File: src/logic/xgmii_tx_macros.svh
// XGMII transmit constants
`ifndef XGMII_TX_MACROS_SVH
`define XGMII_TX_MACROS_SVH

`default_nettype none

// XGMII control characters
`define XGMII_IDLE 8'h07
`define XGMII_START 8'hfb
`define XGMII_TERM 8'hfd
`define XGMII_ERROR 8'hfe

// preamble byte and start frame delimiter
`define ETH_PRE 8'h55
`define ETH_SFD 8'hd5

// reflected form of 32'h04c11db7
`define ETH_CRC_POLY 32'hedb88320

// frame length includes the FCS
`define MIN_FRAME_LEN 64
`define MIN_IFG_BYTES 12

`default_nettype wire

`endif

File: src/logic/xgmii_tx_pkg.sv
// XGMII transmit types
`default_nettype none

package xgmii_tx_pkg;

    // one input beat, byte masked by tkeep
    typedef struct packed {
        logic [63:0] tdata;
        logic [7:0]  tkeep;
        logic        tvalid;
        logic        tlast;
        logic        tuser;
    } axis_beat_t;

    // lane 0 is the first character on the wire
    typedef union packed {
        logic [63:0]     raw;
        logic [7:0][7:0] lane;
    } xgmii_lane_u;

    typedef struct packed {
        xgmii_lane_u d;
        logic [7:0]  c;
    } xgmii_bus_t;

    typedef enum logic [2:0] {
        state_idle,
        state_payload,
        state_pad,
        state_fcs_1,
        state_fcs_2,
        state_err,
        state_ifg
    } tx_state_e;

    typedef enum logic [2:0] {
        sel_idle,
        sel_start,
        sel_data,
        sel_fcs_first,
        sel_fcs_second,
        sel_error
    } word_sel_e;

    typedef logic [31:0] crc_t;

endpackage

`default_nettype wire

File: src/logic/eth_crc32.sv
// Ethernet CRC-32 over the held beat
`include "xgmii_tx_macros.svh"
`default_nettype none

module eth_crc32
    import xgmii_tx_pkg::*;
(
    input  wire logic        clk,
    input  wire logic        reset_crc,
    input  wire logic [63:0] held_data,
    input  wire logic        crc_restart,
    input  wire logic        crc_update,
    output crc_t [7:0]       crc_part
);

    crc_t crc_reg;

    // one byte, LSB first
    function automatic crc_t crc_byte(input crc_t crc_in, input logic [7:0] data);
        crc_t c;
        c = crc_in ^ {24'd0, data};
        for (int b = 0; b < 8; b++) begin
            if (c[0]) begin
                c = (c >> 1) ^ `ETH_CRC_POLY;
            end else begin
                c = c >> 1;
            end
        end
        return c;
    endfunction

    // part n covers bytes 0 to n of the held word
    always_comb begin
        crc_t acc;
        acc = crc_reg;
        for (int n = 0; n < 8; n++) begin
            acc = crc_byte(acc, held_data[8*n +: 8]);
            crc_part[n] = acc;
        end
    end

    always_ff @(posedge clk) begin
        if (reset_crc || crc_restart) begin
            crc_reg <= '1;
        end else if (crc_update) begin
            crc_reg <= crc_part[7];
        end
    end

endmodule

`default_nettype wire

File: config.mk
export PLATFORM = sky130hd
export DESIGN_NAME = eth_crc32
export DESIGN_NICKNAME = d
export VERILOG_FILES = /design/src/logic/xgmii_tx_pkg.sv /design/src/logic/eth_crc32.sv
export VERILOG_INCLUDE_DIRS = /design/src /design/src/logic
export SDC_FILE = /design/constraint.sdc
export NUM_CORES = 1
export LEC_CHECK = 0
export ABC_AREA = 1
export BUFFER_PORTS_ARGS = -buffer_cell sky130_fd_sc_hd__buf_2
export CAP_MARGIN = 20
export CORE_MARGIN = 4
export CORE_UTILIZATION = 30
export DETAILED_ROUTE_END_ITERATION = 8
export SYNTH_ARGS = -nofsm -noshare
export SYNTH_HDL_FRONTEND = slang
export SYNTH_SLANG_ARGS = --single-unit
File: constraint.sdc
create_clock -name clk -period 4.9 [get_ports clk]
set_input_delay 0.245 -clock clk [delete_from_list [all_inputs] [get_ports clk]]
set_output_delay 0.245 -clock clk [all_outputs]
set_load 0.01 [all_outputs]
==> metrics.yaml <==
global_routing:
  grt_pass1_wl_mm: 101
  grt_max_degree: 37
  grt_usage_pct: 26.4
  overflow: 0
  antenna_found_initial: 0
  grt_pass1_vias: 18800
synthesis:
  synth.ff_latch_count: 32
  synthFlopType: "dfxtp_1"
  synth-edff-count: 0
  yosysWarnings: 0
  synth.distinct_cells: 35
  syn_inst: 2532
  yosysTopAreaCellShare_pct: 34.2
  yosysTopAreaCell: "nand2_1"
  ys_async_sr_fraction_pct: 0
  synthTopCellsByArea: "nand2_1 34%, nand3_1 16%, nand2_2 9.5%, xor2_1 6.9%, inv_1 6.3%"
  syn-num-nets: 2600
  yosysMostFrequentCell: "nand2_1"
  syn_area_um2: 13300
  ys_seq_area_share_pct: 4.83
  syn_avg_cell_area_um2: 5.23
  netlist_top_cells_count: "1209 x nand2_1, 423 x nand3_1, 222 x inv_1"
floorplanning:
  start_util_pct: 30.6
  die_w_um: 218
  die_area_um2: 47600
  io_pins: 324
  row_count: 76
  core_area_um2: 43400
  die_h_um: 218
outcome:
  violations: "negative setup slack"
  status: "finished, violations left"
placed_design:
  numPortBuffers: 323
  place_inst: 4017
  place_congestion: 0.972
  hpwlAfterDp_mm: 54.3
sta:
  max_slew.worst_pin.slew_ns: 0.960
  fin_ws_ns: -1.30
  layout_worst_path_cycle_share_pct: 127
  skew_ns: 0.00464
  max_freq_mhz: 161
  hold_viol: 0
  finalCriticalPeriod_ns: 6.20
  hold_slack_ns: 0.262
  slew_headroom_pct: 35.6
  setup-violations-final: 121
  drv_slew: 0
  rsz0062_at_grt: "yes"
finish:
  syn2layout_area_growth_pct: 116
  multi_input_area_um2: 17200
  largest_reg_flops: 32
  drive_gt1_share_pct: 66.7
  fin_cells: 4284
  post-route-util_pct: 66.0
  fin_nets: 3767
  regArea_um2: 662
  antenna_cells: 0
  fill_cells: 3410
route:
  via_per_inst: 5.19
  drc_errors: 0
  drt-total-wl_mm: 79.9
  drtIter0Drc: 2146
  drtAntennaViolNets: 0
  wl_per_cell_um: 18.7
  drtPass1Iterations: 8
  num_vias: 22200
clock_tree:
  cts_root_buf: "clkbuf_16"
  path_clk_slew_ns: 0.05
  cts_sinks: 32
  cts_tree: "done"
  clk_latency_ns: 0.27
  ctsHoldBuffers: 0
  numCtsBuffers: 5
  cts_max_level: 2
  cts.path.max_buffers: 2
run:
  max-cap-violations: 0
critical_path:
  end_kind: "primary output"
  startpoint_type: "flop"
  cp_num_buf_inv: 10
  worstSetupPathType: "reg2out"
  crit_fanout: 7
  cp.arrival_ns: 5.96
  cp_slowest_cell: "dfxtp_2"
  cp.required_ns: 4.66
  slowest_delay_ns: 0.35
  cp_top_family: "simple AND/OR/NAND/NOR gates"
worst_hold_path:
  hp-class: "in2reg"
==> path summary, 6_finish.rpt <==
check / from / to / slack, ns / depth (start not counted)
max: crc_reg[0] / crc_part[237] / -1.30 / 45
min: reset_crc / crc_reg[9] / 0.26 / 3
max reg2reg: crc_reg[0] / crc_reg[29] / -1.13 / 54
min reg2reg: crc_reg[6] / crc_reg[6] / 0.50 / 2
==> cell type report <==
cell class | count | area share [%]
inverter | 274 | 3.87
sequential | 32 | 2.31
clock inverter | 1 | 0.0175
multi-input combinational | 2202 | 60.3
clock buffer | 6 | 0.451
tap | 585 | 2.56
timing repair buffer | 1184 | 30.5
==> kinds of logic (layout without fill, tap and decap cells) <==
kind of cell	Yosys count	after routing	synth area share, %
DFF	32	32	4.83
AOI/OAI and AO/OA	42	42	1.64
and+or+nand+nor	1993	1995	71.3
buffers and inverters	300	1465	9.50
xor gates and xnor gates	165	165	12.7
==> tightest hold or removal path, stage by stage <==
cell and delay [ns]:
buf_2 0.07, nor2_1 0.08, o211ai_1 0.10
==> cells in the final DEF, fill, tap and decap left out, drive strengths merged <==
master	synthesis	final
dfxtp	32	32
buf	21	1184
xnor3	3	3
inv	273	273
clkinv	1	2
xor2	123	123
or2	12	12
a21oi	29	29
nand3	474	474
clkbuf	5	6
o21ai	10	10
nand2	1474	1476
nand4	3	3
xnor2	39	39
nand3b	14	14
o211ai	3	3
and2	7	7
nor2	9	9
==> per-stage QoR <==
stage	worst slack, ns	area (um^2)	setup TNS (ns)
after global placement	-1.12	20400	-80.69
after global routing	-1.50	28600	-126.82
after CTS	-0.899	24300	-59.00
after floorplan	-0.0400	13500	-0.0712
after detailed placement	-1.08	20400	-81.37
final	-1.30	28600	-100.61
==> routing by layer <==
metal  share of wire [%]  up-vias  track usage [%]
met1                  38    10400             35.6
met4                 5.9        0             7.94
met2                  48     1299             45.2
met3                 7.9      344             2.03
li1                    -    10200                -
met5                   0        -                0
==> repair_timing <==
action,4_1_cts,5_1_grt
cloned,2,0
pin swaps,195,286
endpoints found under the hold margin,0,0
resized for setup,633,707
endpoints found under the setup margin,122,131
buffers inserted,124,134
Power is left out: the tool's default activity adds up to more than one toggle a clock period on the data nets, which glitch-free logic cannot reach.
