<file path="src/logic/xgmii_tx_macros.svh">
// XGMII transmit constants
`ifndef XGMII_TX_MACROS_SVH
`define XGMII_TX_MACROS_SVH

`default_nettype none

// XGMII control characters
`define XGMII_IDLE 8'h07
`define XGMII_START 8'hfb
`define XGMII_TERM 8'hfd
`define XGMII_ERROR 8'hfe

// preamble byte and start frame delimiter
`define ETH_PRE 8'h55
`define ETH_SFD 8'hd5

// reflected form of 32'h04c11db7
`define ETH_CRC_POLY 32'hedb88320

// frame length includes the FCS
`define MIN_FRAME_LEN 64
`define MIN_IFG_BYTES 12

`default_nettype wire

`endif

</file>
<file path="src/logic/xgmii_tx_pkg.sv">
// XGMII transmit types
`default_nettype none

package xgmii_tx_pkg;

    // one input beat, byte masked by tkeep
    typedef struct packed {
        logic [63:0] tdata;
        logic [7:0]  tkeep;
        logic        tvalid;
        logic        tlast;
        logic        tuser;
    } axis_beat_t;

    // lane 0 is the first character on the wire
    typedef union packed {
        logic [63:0]     raw;
        logic [7:0][7:0] lane;
    } xgmii_lane_u;

    typedef struct packed {
        xgmii_lane_u d;
        logic [7:0]  c;
    } xgmii_bus_t;

    typedef enum logic [2:0] {
        state_idle,
        state_payload,
        state_pad,
        state_fcs_1,
        state_fcs_2,
        state_err,
        state_ifg
    } tx_state_e;

    typedef enum logic [2:0] {
        sel_idle,
        sel_start,
        sel_data,
        sel_fcs_first,
        sel_fcs_second,
        sel_error
    } word_sel_e;

    typedef logic [31:0] crc_t;

endpackage

`default_nettype wire

</file>
<file path="src/logic/xgmii_tx_ctrl.sv">
// XGMII transmit frame FSM
`include "xgmii_tx_macros.svh"
`default_nettype none

module xgmii_tx_ctrl
    import xgmii_tx_pkg::*;
(
    input  wire logic       clk,
    input  wire logic       reset_crc,
    input  wire axis_beat_t s_axis,
    input  wire logic [2:0] held_empty,
    input  wire logic       more_pad,
    input  wire logic [3:0] ifg_offset,
    input  wire logic [7:0] cfg_tx_ifg,
    input  wire logic       cfg_tx_enable,
    output logic            s_tready,
    output logic            beat_load,
    output logic            pad_fill,
    output logic            frame_begin,
    output logic            crc_restart,
    output logic            crc_update,
    output word_sel_e       word_sel
);

    tx_state_e  state;
    tx_state_e  state_next;
    logic       in_frame;
    logic       in_frame_next;
    logic       frame_err;
    logic       frame_err_next;
    logic [7:0] ifg_cnt;
    logic [7:0] ifg_cnt_next;
    logic [7:0] ifg_min;
    logic       tready_next;
    logic       accept;
    logic       end_frame;

    assign accept = s_axis.tvalid && s_tready;

    // never below the standard gap
    assign ifg_min = (cfg_tx_ifg > 8'(`MIN_IFG_BYTES)) ? cfg_tx_ifg : 8'(`MIN_IFG_BYTES);

    always_comb begin
        in_frame_next = accept ? !s_axis.tlast : in_frame;
        state_next = state;
        frame_err_next = frame_err;
        ifg_cnt_next = ifg_cnt;
        // keep draining while the source is mid frame
        tready_next = in_frame_next;
        beat_load = 1'b0;
        pad_fill = 1'b0;
        frame_begin = 1'b0;
        crc_restart = 1'b0;
        crc_update = 1'b0;
        word_sel = sel_idle;
        end_frame = 1'b0;

        case (state)
            state_idle: begin
                tready_next = cfg_tx_enable;
                frame_err_next = 1'b0;
                if (accept) begin
                    beat_load = 1'b1;
                    frame_begin = 1'b1;
                    crc_restart = 1'b1;
                    word_sel = sel_start;
                    tready_next = 1'b1;
                    state_next = state_payload;
                    // single beat frame
                    end_frame = s_axis.tlast;
                end
            end
            state_payload: begin
                tready_next = 1'b1;
                beat_load = 1'b1;
                crc_update = 1'b1;
                word_sel = sel_data;
                end_frame = !s_axis.tvalid || s_axis.tlast;
            end
            state_pad: begin
                pad_fill = 1'b1;
                crc_update = 1'b1;
                word_sel = sel_data;
                if (!more_pad) begin
                    state_next = frame_err ? state_err : state_fcs_1;
                end
            end
            state_fcs_1: begin
                word_sel = sel_fcs_first;
                ifg_cnt_next = ifg_min - 8'(ifg_offset);
                state_next = (held_empty > 3'd4) ? state_ifg : state_fcs_2;
            end
            state_fcs_2: begin
                word_sel = sel_fcs_second;
                state_next = state_ifg;
            end
            state_err: begin
                word_sel = sel_error;
                ifg_cnt_next = ifg_min - 8'(ifg_offset);
                state_next = state_ifg;
            end
            state_ifg: begin
                ifg_cnt_next = (ifg_cnt > 8'd8) ? ifg_cnt - 8'd8 : 8'd0;
                if (ifg_cnt_next == 8'd0 && !in_frame_next) begin
                    tready_next = cfg_tx_enable;
                    state_next = state_idle;
                end
            end
            default: begin
                state_next = state_idle;
            end
        endcase

        // source ended the frame, normally or not
        if (end_frame) begin
            tready_next = in_frame_next;
            frame_err_next = !s_axis.tvalid || s_axis.tuser;
            if (more_pad) begin
                state_next = state_pad;
            end else if (frame_err_next) begin
                state_next = state_err;
            end else begin
                state_next = state_fcs_1;
            end
        end
    end

    always_ff @(posedge clk) begin
        if (reset_crc) begin
            state <= state_idle;
            in_frame <= 1'b0;
            frame_err <= 1'b0;
            ifg_cnt <= 8'd0;
            s_tready <= 1'b0;
        end else begin
            state <= state_next;
            in_frame <= in_frame_next;
            frame_err <= frame_err_next;
            ifg_cnt <= ifg_cnt_next;
            s_tready <= tready_next;
        end
    end

endmodule

`default_nettype wire

</file>
<file path="config.mk">
export PLATFORM = sky130hd
export DESIGN_NAME = xgmii_tx_ctrl
export DESIGN_NICKNAME = d
export VERILOG_FILES = /design/src/logic/xgmii_tx_pkg.sv /design/src/logic/xgmii_tx_ctrl.sv
export VERILOG_INCLUDE_DIRS = /design/src /design/src/logic
export SDC_FILE = /design/constraint.sdc
export NUM_CORES = 1
export LEC_CHECK = 0
export ABC_AREA = 1
export BUFFER_PORTS_ARGS = -buffer_cell sky130_fd_sc_hd__buf_2
export CAP_MARGIN = 0
export CORE_MARGIN = 4
export CORE_UTILIZATION = 42
export DETAILED_ROUTE_END_ITERATION = 8
export PLACE_DENSITY = 0.95
export SYNTH_ARGS = -nofsm -noshare
export SYNTH_HDL_FRONTEND = slang
export SYNTH_SLANG_ARGS = --single-unit
</file>
<file path="constraint.sdc">
create_clock -name clk -period 4.2 [get_ports clk]
set_input_delay 0.21 -clock clk [delete_from_list [all_inputs] [get_ports clk]]
set_output_delay 0.21 -clock clk [all_outputs]
set_load 0.02 [all_outputs]
</file>
==> run metrics <==
Design Area, Final 1480 um^2; asr flop ratio synth 0%; drt first pass iters 4; Fmax 0.491 GHz; leading area contributor after synthesis dfxtp_1; DR WL/cell 10.9 um; synth top area cells dfxtp_1, nand2_1, inv_1; cts hold-fix bufs 0; CTS Buf Count 3; Warnings, synthesis 0; Resized Gates After CTS 0; row cnt 19; CP Launch Type primary input; Initial Util 45.4%; CP max FO 4; Hold/Removal Path Class in2reg; EDFF count, synth 0; largest net degree at the start of global routing 15; slowest library cell on the worst path fa_1; gpl congestion 0.873; leading cell type by number of instances after synthesis nand2_1; Root Driver clkbuf_4; gr ovfl total 0; final slew viol count 0; CTS tree yes; DIE HEIGHT 63.3 um; layout cell share with drive strength beyond 1 23.9%; Hold Startpoint reset_crc; clock sink total 14; FF+latch count, synth 14; most frequent cells after synthesis nand2_1, inv_1, nor2_1; Die ar. 4000 um^2; Clock Latency Late Sink 290 ps; CP top delay family compound AO/OA/AOI/OAI gates; PwrDens 495 nW/um^2; CP cell instances buf_2, nor2_1, nand2_1, a31oi_1, inv_1, nand2_1, ha_1, inv_1, fa_1, nand2_1, nand2_1, a21oi_1, nand2_1, a21oi_1, o21ai_0, a31oi_1; io pins 103; WP data required 4420 ps; total of max-cap violations 0; vias in the first global route 1,298; die width 63.3 um; crit path from cfg_tx_ifg[4]; ANT nets after route 0; routed wire length 2940 um; post-route minimum period 2040 ps; Synth cell types 31; final setup fails 0; Critical Path Sink Type register; initial antenna violation count 0; clock skew 0.479 ps; iteration-0 DRC count of the detailed router 48; area post-placement 1450 um^2; DRC 0; vias per cell 5.20; core area 2830 um^2; H-tree levels 1; Yosys top cell area share 21.8%; post-synthesis sequential area ratio 21.8%; outcome finished clean; dominant register cell in the synthesized netlist dfxtp_1; DR vias 1,398; WP data arrival 2260 ps; ant diodes 0; Top cell by count, worst path nand2_1; worst r2r src ifg_cnt[3]; Synth Area per Inst 6.17 um^2; Cells after Synth 208; Leak Pwr 0.811 nW; final net count 339; Least-Margin Pin Slew 360 ps; RSZ-0062 raised after global routing no; # fillers 266; GRT Total Usage 15.3%; post-synth net total 308; post-DP HPWL 2370 um; slowest stage delay, CP 380 ps; clock-pin slew on the worst setup and hold paths 90 ps; setup bufs post-CTS 0; CTS max path bufs 2; final period utilization 48.5%; I/O Buffers 30; area growth from synthesis to layout 15.4%; Total Neg Setup Slack 0 ps; Final Hold Fails 0; first-pass GRT wire length 5110 um; VDD IR max 0.170 mV; Max-slew headroom 76.0%; Post-Syn Area 1280 um^2; buffers and inverters on the worst path 3; CP Class in2reg
## layout make-up
cell class / instances / area [um^2] / area share, %
multi-input cells: 150 / 826 / 55.7
flip-flops and latches: 14 / 280 / 18.9
repair buffers: 30 / 150 / 10.1
inverters: 40 / 150 / 10.1
well taps: 31 / 38.8 / 2.62
clock buffers: 4 / 36.3 / 2.45
## registers in the layout, summed over array words and instances, names as in the netlist
| register | count |
|---|---|
| in_frame | 1 |
| s_tready | 1 |
| ifg_cnt | 8 |
| frame_err | 1 |
| state | 3 |
## cells by family after synthesis
| kind of cell | Yosys count | synth area share [%] |
|---|---|---|
| adder cells (fa/ha/maj) | 6 | 6.43 |
| AND/OR/NAND/NOR | 95 | 35.3 |
| buffers and inverters | 44 | 13.8 |
| AO/OA/AOI/OAI | 45 | 19.9 |
| flip-flops | 14 | 21.8 |
| XOR/XNOR | 4 | 2.73 |
## per-layer routing
metal / part of all wire [%] / GRT usage, %
met5: 0 / 0
met4: 2.9 / 9.16
met3: 5.4 / 1.60
met2: 47 / 26.4
met1: 44 / 18.2
## report_power, final
group          switching (W)  internal (W)  total (W)
registers          0.0000262      0.000157   0.000183
clock network      0.0000488     0.0000528   0.000102
logic               0.000291      0.000157   0.000448
## worst paths after layout
kind	endpoint	slack [ps]	cells past startpoint
setup / recovery	ifg_cnt[6]	2160	16
hold / removal	ifg_cnt[2]	200	2
setup reg to reg	state[0]	2590	10
hold reg to reg	in_frame	520	2
## cells in the final DEF (no fill, tap or decap), types with 2 or more instances in the layout
cell type	netlist	routed
nor2_2	2	2
nand3_1	14	14
nand4_1	2	2
ha_1	5	5
nand2_2	5	5
o21ai_0	12	12
xor2_1	2	2
clkbuf_4	0	3
nand2_4	2	2
nor3_1	2	2
inv_2	5	5
xnor2_1	2	2
nor2_4	3	3
o211ai_1	4	4
buf_2	1	30
dfxtp_1	14	14
nor2_1	17	17
a31oi_1	6	6
nand2_1	43	43
inv_1	35	35
a21oi_1	14	14
or2_2	4	4
o21ai_1	4	4
a211oi_1	2	2
## stage by stage
stage,worst slack (ps),hold WS [ps],utilization [%],std cells,power (W)
2_1_floorplan,2210,408,-,208,0.000540
3_3_place_gp,1910,499,51.1,265,0.000615
3_5_place_dp,1850,507,51.1,265,0.000627
4_1_cts,2150,203,52.4,269,0.000729
5_1_grt,1970,216,52.4,269,0.000807
6_report,2160,201,52.4,269,0.000733
Note: power is estimated with default switching activity, not from simulation.
