### src/logic/xgmii_tx_macros.svh
// XGMII transmit constants
`ifndef XGMII_TX_MACROS_SVH
`define XGMII_TX_MACROS_SVH

`default_nettype none

// XGMII control characters
`define XGMII_IDLE 8'h07
`define XGMII_START 8'hfb
`define XGMII_TERM 8'hfd
`define XGMII_ERROR 8'hfe

// preamble byte and start frame delimiter
`define ETH_PRE 8'h55
`define ETH_SFD 8'hd5

// reflected form of 32'h04c11db7
`define ETH_CRC_POLY 32'hedb88320

// frame length includes the FCS
`define MIN_FRAME_LEN 64
`define MIN_IFG_BYTES 12

`default_nettype wire

`endif

### src/logic/xgmii_tx_pkg.sv
// XGMII transmit types
`default_nettype none

package xgmii_tx_pkg;

    // one input beat, byte masked by tkeep
    typedef struct packed {
        logic [63:0] tdata;
        logic [7:0]  tkeep;
        logic        tvalid;
        logic        tlast;
        logic        tuser;
    } axis_beat_t;

    // lane 0 is the first character on the wire
    typedef union packed {
        logic [63:0]     raw;
        logic [7:0][7:0] lane;
    } xgmii_lane_u;

    typedef struct packed {
        xgmii_lane_u d;
        logic [7:0]  c;
    } xgmii_bus_t;

    typedef enum logic [2:0] {
        state_idle,
        state_payload,
        state_pad,
        state_fcs_1,
        state_fcs_2,
        state_err,
        state_ifg
    } tx_state_e;

    typedef enum logic [2:0] {
        sel_idle,
        sel_start,
        sel_data,
        sel_fcs_first,
        sel_fcs_second,
        sel_error
    } word_sel_e;

    typedef logic [31:0] crc_t;

endpackage

`default_nettype wire

### src/logic/tx_beat_stage.sv
// transmit beat holding stage
`include "xgmii_tx_macros.svh"
`default_nettype none

module tx_beat_stage
    import xgmii_tx_pkg::*;
(
    input  wire logic       clk,
    input  wire logic       reset_crc,
    input  wire axis_beat_t s_axis,
    input  wire logic       beat_load,
    input  wire logic       pad_fill,
    input  wire logic       frame_begin,
    output logic [63:0]     held_data,
    output logic [2:0]      held_empty,
    output logic            more_pad
);

    // bytes owed before the FCS, counted ahead of the first beat
    localparam int PAD_START = `MIN_FRAME_LEN - 4;

    logic [5:0]  pad_cnt;
    logic [5:0]  pad_cur;
    logic [63:0] data_masked;
    logic [2:0]  empty_in;
    logic [2:0]  empty_lim;

    function automatic logic [2:0] keep_to_empty(input logic [7:0] keep);
        casez (keep)
            8'b11111111: return 3'd0;
            8'b01111111: return 3'd1;
            8'bz0111111: return 3'd2;
            8'bzz011111: return 3'd3;
            8'bzzz01111: return 3'd4;
            8'bzzzz0111: return 3'd5;
            8'bzzzzz011: return 3'd6;
            default: return 3'd7;
        endcase
    endfunction

    assign pad_cur = frame_begin ? 6'(PAD_START) : pad_cnt;
    assign more_pad = pad_cur > 6'd8;
    assign empty_in = pad_fill ? 3'd7 : keep_to_empty(s_axis.tkeep);

    always_comb begin
        // lane 0 always carries data
        for (int n = 0; n < 8; n++) begin
            if (s_axis.tvalid && (n == 0 || s_axis.tkeep[n])) begin
                data_masked[8*n +: 8] = s_axis.tdata[8*n +: 8];
            end else begin
                data_masked[8*n +: 8] = 8'd0;
            end
        end
    end

    // short frames keep every byte up to the minimum
    always_comb begin
        empty_lim = empty_in;
        if (pad_cur > 6'd8) begin
            empty_lim = 3'd0;
        end else if (pad_cur != 6'd0 && 6'(empty_in) > 6'd8 - pad_cur) begin
            empty_lim = 3'(6'd8 - pad_cur);
        end
    end

    always_ff @(posedge clk) begin
        if (beat_load || pad_fill) begin
            held_data <= pad_fill ? 64'd0 : data_masked;
            held_empty <= empty_lim;
        end
        if (reset_crc) begin
            pad_cnt <= 6'd0;
        end else if (beat_load || pad_fill) begin
            pad_cnt <= more_pad ? pad_cur - 6'd8 : 6'd0;
        end
    end

endmodule

`default_nettype wire

### config.mk
export PLATFORM = sky130hd
export DESIGN_NAME = tx_beat_stage
export DESIGN_NICKNAME = d
export VERILOG_FILES = /design/src/logic/xgmii_tx_pkg.sv /design/src/logic/tx_beat_stage.sv
export VERILOG_INCLUDE_DIRS = /design/src /design/src/logic
export SDC_FILE = /design/constraint.sdc
export NUM_CORES = 1
export LEC_CHECK = 0
export ABC_CLOCK_PERIOD_IN_PS = 3750
export BUFFER_PORTS_ARGS = -buffer_cell sky130_fd_sc_hd__buf_4
export CAP_MARGIN = 20
export CORE_ASPECT_RATIO = 1.5
export CORE_MARGIN = 2
export CORE_UTILIZATION = 30
export DETAILED_ROUTE_END_ITERATION = 6
export MAX_ROUTING_LAYER = met4
export PLACE_DENSITY = 0.61
export SLEW_MARGIN = 20
export SYNTH_ARGS = -nofsm -noshare
export SYNTH_HDL_FRONTEND = slang
export SYNTH_SLANG_ARGS = --single-unit
### constraint.sdc
create_clock -name clk -period 3.75 [get_ports clk]
set_input_delay 0.1875 -clock clk [delete_from_list [all_inputs] [get_ports clk]]
set_output_delay 0.1875 -clock clk [all_outputs]
set_load 0.01 [all_outputs]
==> report_table.html <==
<table>
<tr><th>Metric</th><th>Value</th></tr>
<tr><th colspan="2">Outcome</th></tr>
<tr><td>Outcome</td><td>completed</td></tr>
<tr><th colspan="2">Routing</th></tr>
<tr><td>Total wire length</td><td>7310 um</td></tr>
<tr><td>1st-pass router iterations</td><td>4</td></tr>
<tr><td>Number of design-rule violations left by the first detailed-router iteration</td><td>65</td></tr>
<tr><td>Average detailed-routed wire length per instance</td><td>14.9 um</td></tr>
<tr><td>Post-detailed-route via-to-cell ratio</td><td>4.65</td></tr>
<tr><td>Total via count in the routed design</td><td>2288</td></tr>
<tr><td>Remaining DRCs</td><td>0</td></tr>
<tr><td>Remaining number of nets flagged by the antenna check after routing</td><td>0</td></tr>
<tr><th colspan="2">Finish</th></tr>
<tr><td>Fill cell total of the finished layout</td><td>919</td></tr>
<tr><td>Antenna diode instance count</td><td>0</td></tr>
<tr><td>Area growth from synthesis to layout</td><td>51.8%</td></tr>
<tr><td>Most common library cell in the layout ignoring fill and taps</td><td>buf_4</td></tr>
<tr><td>Share of layout cells above drive strength 1</td><td>45.1%</td></tr>
<tr><td>Top library cells by usage in the layout, fill and taps aside</td><td>146 x buf_4, 67 x edfxtp_1, 57 x and3_1</td></tr>
<tr><td>Fin nets</td><td>457</td></tr>
<tr><th colspan="2">Timing</th></tr>
<tr><td>Tightest Pin Transition</td><td>1.00 ns</td></tr>
<tr><td>Final-report hold violation count</td><td>0</td></tr>
<tr><td>Normalized max-slew margin</td><td>33.2%</td></tr>
<tr><td>Final clock skew</td><td>0.00217 ns</td></tr>
<tr><td>RSZ-0062 raised after global routing</td><td>false</td></tr>
<tr><td>Count of final max-slew check failures</td><td>0</td></tr>
<tr><td>Final worst path period need</td><td>2.54 ns</td></tr>
<tr><td>Count of final setup violators</td><td>0</td></tr>
<tr><td>Share of the clock period used by the worst path</td><td>67.7%</td></tr>
<tr><td>Total negative setup slack</td><td>0 ns</td></tr>
<tr><td>Fmax achieved</td><td>394 MHz</td></tr>
<tr><th colspan="2">Placed design</th></tr>
<tr><td>DP HPWL</td><td>5340 um</td></tr>
<tr><td>Buffers added on ports</td><td>145</td></tr>
<tr><td>Routability-driven placement congestion ratio</td><td>0.785</td></tr>
<tr><th colspan="2">Clock tree</th></tr>
<tr><td>Clock tree from TritonCTS</td><td>done</td></tr>
<tr><td>Clock-pin slew on the worst setup and hold paths</td><td>0.06 ns</td></tr>
<tr><td>Latest clock arrival within the worst-skew pair</td><td>0.33 ns</td></tr>
<tr><td>Buffer depth of the longest clock path</td><td>2</td></tr>
<tr><td>Post-CTS Hold Fix Bufs</td><td>0</td></tr>
<tr><td>CTS H-Tree Depth</td><td>3</td></tr>
<tr><td>Post-CTS resize count</td><td>0</td></tr>
<tr><td>Cell chosen for the clock root</td><td>clkbuf_16</td></tr>
<tr><td>CTS sink count</td><td>73</td></tr>
<tr><td>Post-CTS Setup Bufs</td><td>0</td></tr>
<tr><td>Number of buffers created by CTS</td><td>9</td></tr>
<tr><th colspan="2">Synth</th></tr>
<tr><td>Library cells used by synthesis</td><td>29</td></tr>
<tr><td>Synthesized netlist cell count</td><td>224</td></tr>
<tr><td>Post-Syn Area per Cell</td><td>13.7 um^2</td></tr>
<tr><td>Synthesized Nets</td><td>311</td></tr>
<tr><td>Share of flip-flops with an asynchronous set or reset after synthesis</td><td>0%</td></tr>
<tr><td>Sequential fraction of the synthesis area</td><td>69.3%</td></tr>
<tr><td>Synth Register Bits</td><td>73</td></tr>
<tr><td>Syn. warnings</td><td>0</td></tr>
<tr><td>EDFF count, synth</td><td>67</td></tr>
<tr><td>Post-synth design cell area</td><td>3080 um^2</td></tr>
<tr><td>Dominant register cell in the synthesized netlist</td><td>edfxtp_1</td></tr>
<tr><th colspan="2">Global route</th></tr>
<tr><td>First-pass GRT wire length</td><td>11000 um</td></tr>
<tr><td>Maximum number of pins on one net before global-route repair</td><td>65</td></tr>
<tr><td>Global Route Usage Sum</td><td>13.4%</td></tr>
<tr><td>Number of antenna violations at the first check in global routing</td><td>0</td></tr>
<tr><td>Vias in the first global route</td><td>2222</td></tr>
<tr><td>Overflow left after global routing</td><td>0</td></tr>
<tr><th colspan="2">Min path</th></tr>
<tr><td>HP Class</td><td>in2reg</td></tr>
<tr><td>Worst Hold Path Cells</td><td>2</td></tr>
<tr><th colspan="2">Floorplanning</th></tr>
<tr><td>Initial cell density of the core</td><td>30.5%</td></tr>
<tr><td>Number of I/O pins</td><td>148</td></tr>
<tr><td>Core Rows</td><td>45</td></tr>
<tr><td>Die extent in y</td><td>128 um</td></tr>
<tr><td>Core region area</td><td>10100 um^2</td></tr>
<tr><td>X dimension of the die</td><td>86.7 um</td></tr>
<tr><td>Full die area</td><td>11100 um^2</td></tr>
<tr><th colspan="2">Critical path</th></tr>
<tr><td>Worst EP required</td><td>3.56 ns</td></tr>
<tr><td>Data arrival time of the worst path</td><td>2.35 ns</td></tr>
<tr><td>Worst reg2reg path depth</td><td>7</td></tr>
<tr><td>Critical path capture point type</td><td>output pin</td></tr>
<tr><td>Critical path class</td><td>reg2out</td></tr>
<tr><td>Cell mode on critical path</td><td>nand2b_1</td></tr>
<tr><td>Peak fanout along the critical path</td><td>10</td></tr>
<tr><td>Slowest stage cell on the critical path</td><td>a2111oi_2</td></tr>
<tr><td>CP cell instances</td><td>nand2b_1 &gt; ha_1 &gt; nand2b_1 &gt; a2111oi_2 &gt; inv_1 &gt; buf_4</td></tr>
<tr><td>Category of the worst setup path launch point</td><td>flop</td></tr>
<tr><td>Maximum cell stage delay along the critical path</td><td>0.94 ns</td></tr>
<tr><th colspan="2">Job</th></tr>
<tr><td>Max Cap Violations</td><td>0</td></tr>
<tr><th colspan="2">Pwr</th></tr>
<tr><td>Internal power summed over all cells</td><td>1.83 mW</td></tr>
<tr><td>Comb pwr share</td><td>12.2%</td></tr>
<tr><td>Power density over cell area</td><td>492 nW/um^2</td></tr>
<tr><td>Clock Power Share</td><td>45.4%</td></tr>
<tr><td>Peak VDD IR</td><td>0.000223 V</td></tr>
<tr><td>Sequential fraction of design power</td><td>42.4%</td></tr>
<tr><td>Total power after layout</td><td>2.30 mW</td></tr>
<tr><td>Static Leak</td><td>2.23 nW</td></tr>
<tr><td>Switching power</td><td>469 uW</td></tr>
<tr><td>Switching Fraction</td><td>20.4%</td></tr>
</table>
final timing paths:
check | from | slack [ns] | end
worst min register to register | pad_cnt[1]$_SDFFE_PP0P_ | 0.49 | pad_cnt[1]$_SDFFE_PP0P_
worst max-delay path | pad_cnt[0]$_SDFFE_PP0P_ | 1.21 | more_pad
worst max register to register | pad_cnt[0]$_SDFFE_PP0P_ | 1.51 | pad_cnt[1]$_SDFFE_PP0P_
worst min-delay path | reset_crc | 0.06 | pad_cnt[4]$_SDFFE_PP0P_
power by group through the flow:
stage                     combinational (mW)  clock [mW]  sequential [mW]
after floorplan                       0.0797           0             1.02
after global placement                 0.279           0            0.988
after detailed placement               0.282           0            0.991
after CTS                              0.282        1.07            0.974
after global routing                   0.305        1.10            0.979
final                                  0.280        1.04            0.973
per-stage QoR:
stage	area [um^2]	hold slack (ns)	cells	util, %	setup slack, ns
CTS	4650	0.0489	491	46.1	1.18
global placement	4280	0.394	475	42.5	1.46
finish	4670	0.0554	492	46.3	1.21
global route	4670	0.0523	492	46.3	0.963
floorplan	3080	0.257	224	-	1.44
detailed placement	4280	0.399	475	42.5	1.40
layer usage:
layer / GRT usage (%) / vias to the layer above / wire (um) / part of all wire, %
met2: 22.3 / 88 / 3810 / 52
li1: - / 1125 / - / -
met1: 14.7 / 1066 / 2850 / 39
met4: 6.16 / 0 / 153 / 2.1
met3: 3.93 / 9 / 495 / 6.8
met5: - / - / 0 / 0
state kept, by name, indices dropped and copies added, names as in the netlist:
signal and count:
held_data 64, held_empty 3, pad_cnt 6
synth_stat cells (all sizes together), types with 2 or more instances:
cell / number / share of area, %
a21o: 2 / 0.49
clkbuf: 12 / 1.5
and2: 10 / 2.0
mux2i: 4 / 1.3
nor2: 10 / 1.2
o21ai: 3 / 0.49
nand2: 8 / 0.98
a2111oi: 2 / 1.4
or2: 2 / 0.49
ha: 7 / 2.8
nand2b: 4 / 0.81
nor4: 2 / 0.41
edfxtp: 67 / 65
nor2b: 3 / 0.61
and3: 57 / 12
dfxtp: 6 / 3.9
xnor2: 2 / 0.57
a21oi: 7 / 1.1
inv: 7 / 0.85
nor3: 2 / 0.33
cells by family (layout without fill, tap and decap cells):
family | Yosys count | count (layout) | synth area share (%)
flops | 73 | 73 | 69.3
xor+xnor | 2 | 2 | 0.569
buf+inv | 19 | 170 | 2.32
compound gates | 18 | 18 | 4.47
fa+ha+maj | 7 | 7 | 2.85
simple gates | 101 | 101 | 19.2
mux | 4 | 4 | 1.30
critical path: cells and delay by family, from the launching register on:
| family | cells | cell delay, ns |
|---|---|---|
| buffers and inverters | 2 | 0.34 |
| AO/OA/AOI/OAI | 1 | 0.94 |
| flip-flops | 1 | 0.32 |
| AND/OR/NAND/NOR | 2 | 0.23 |
| adder cells (fa/ha/maj) | 1 | 0.19 |
area by class of cell:
type | instances | area, um^2 | area share (%)
Sequential cell | 73 | 2130 | 45.7
Tap cell | 117 | 146 | 3.14
Multi-Input combinational cell | 132 | 881 | 18.9
Inverter | 7 | 27.5 | 0.589
Clock inverter | 6 | 138 | 2.95
Timing Repair Buffer | 147 | 1120 | 23.9
Clock buffer | 10 | 229 | 4.90
No activity file was read; power rests on OpenSTA's default activity.
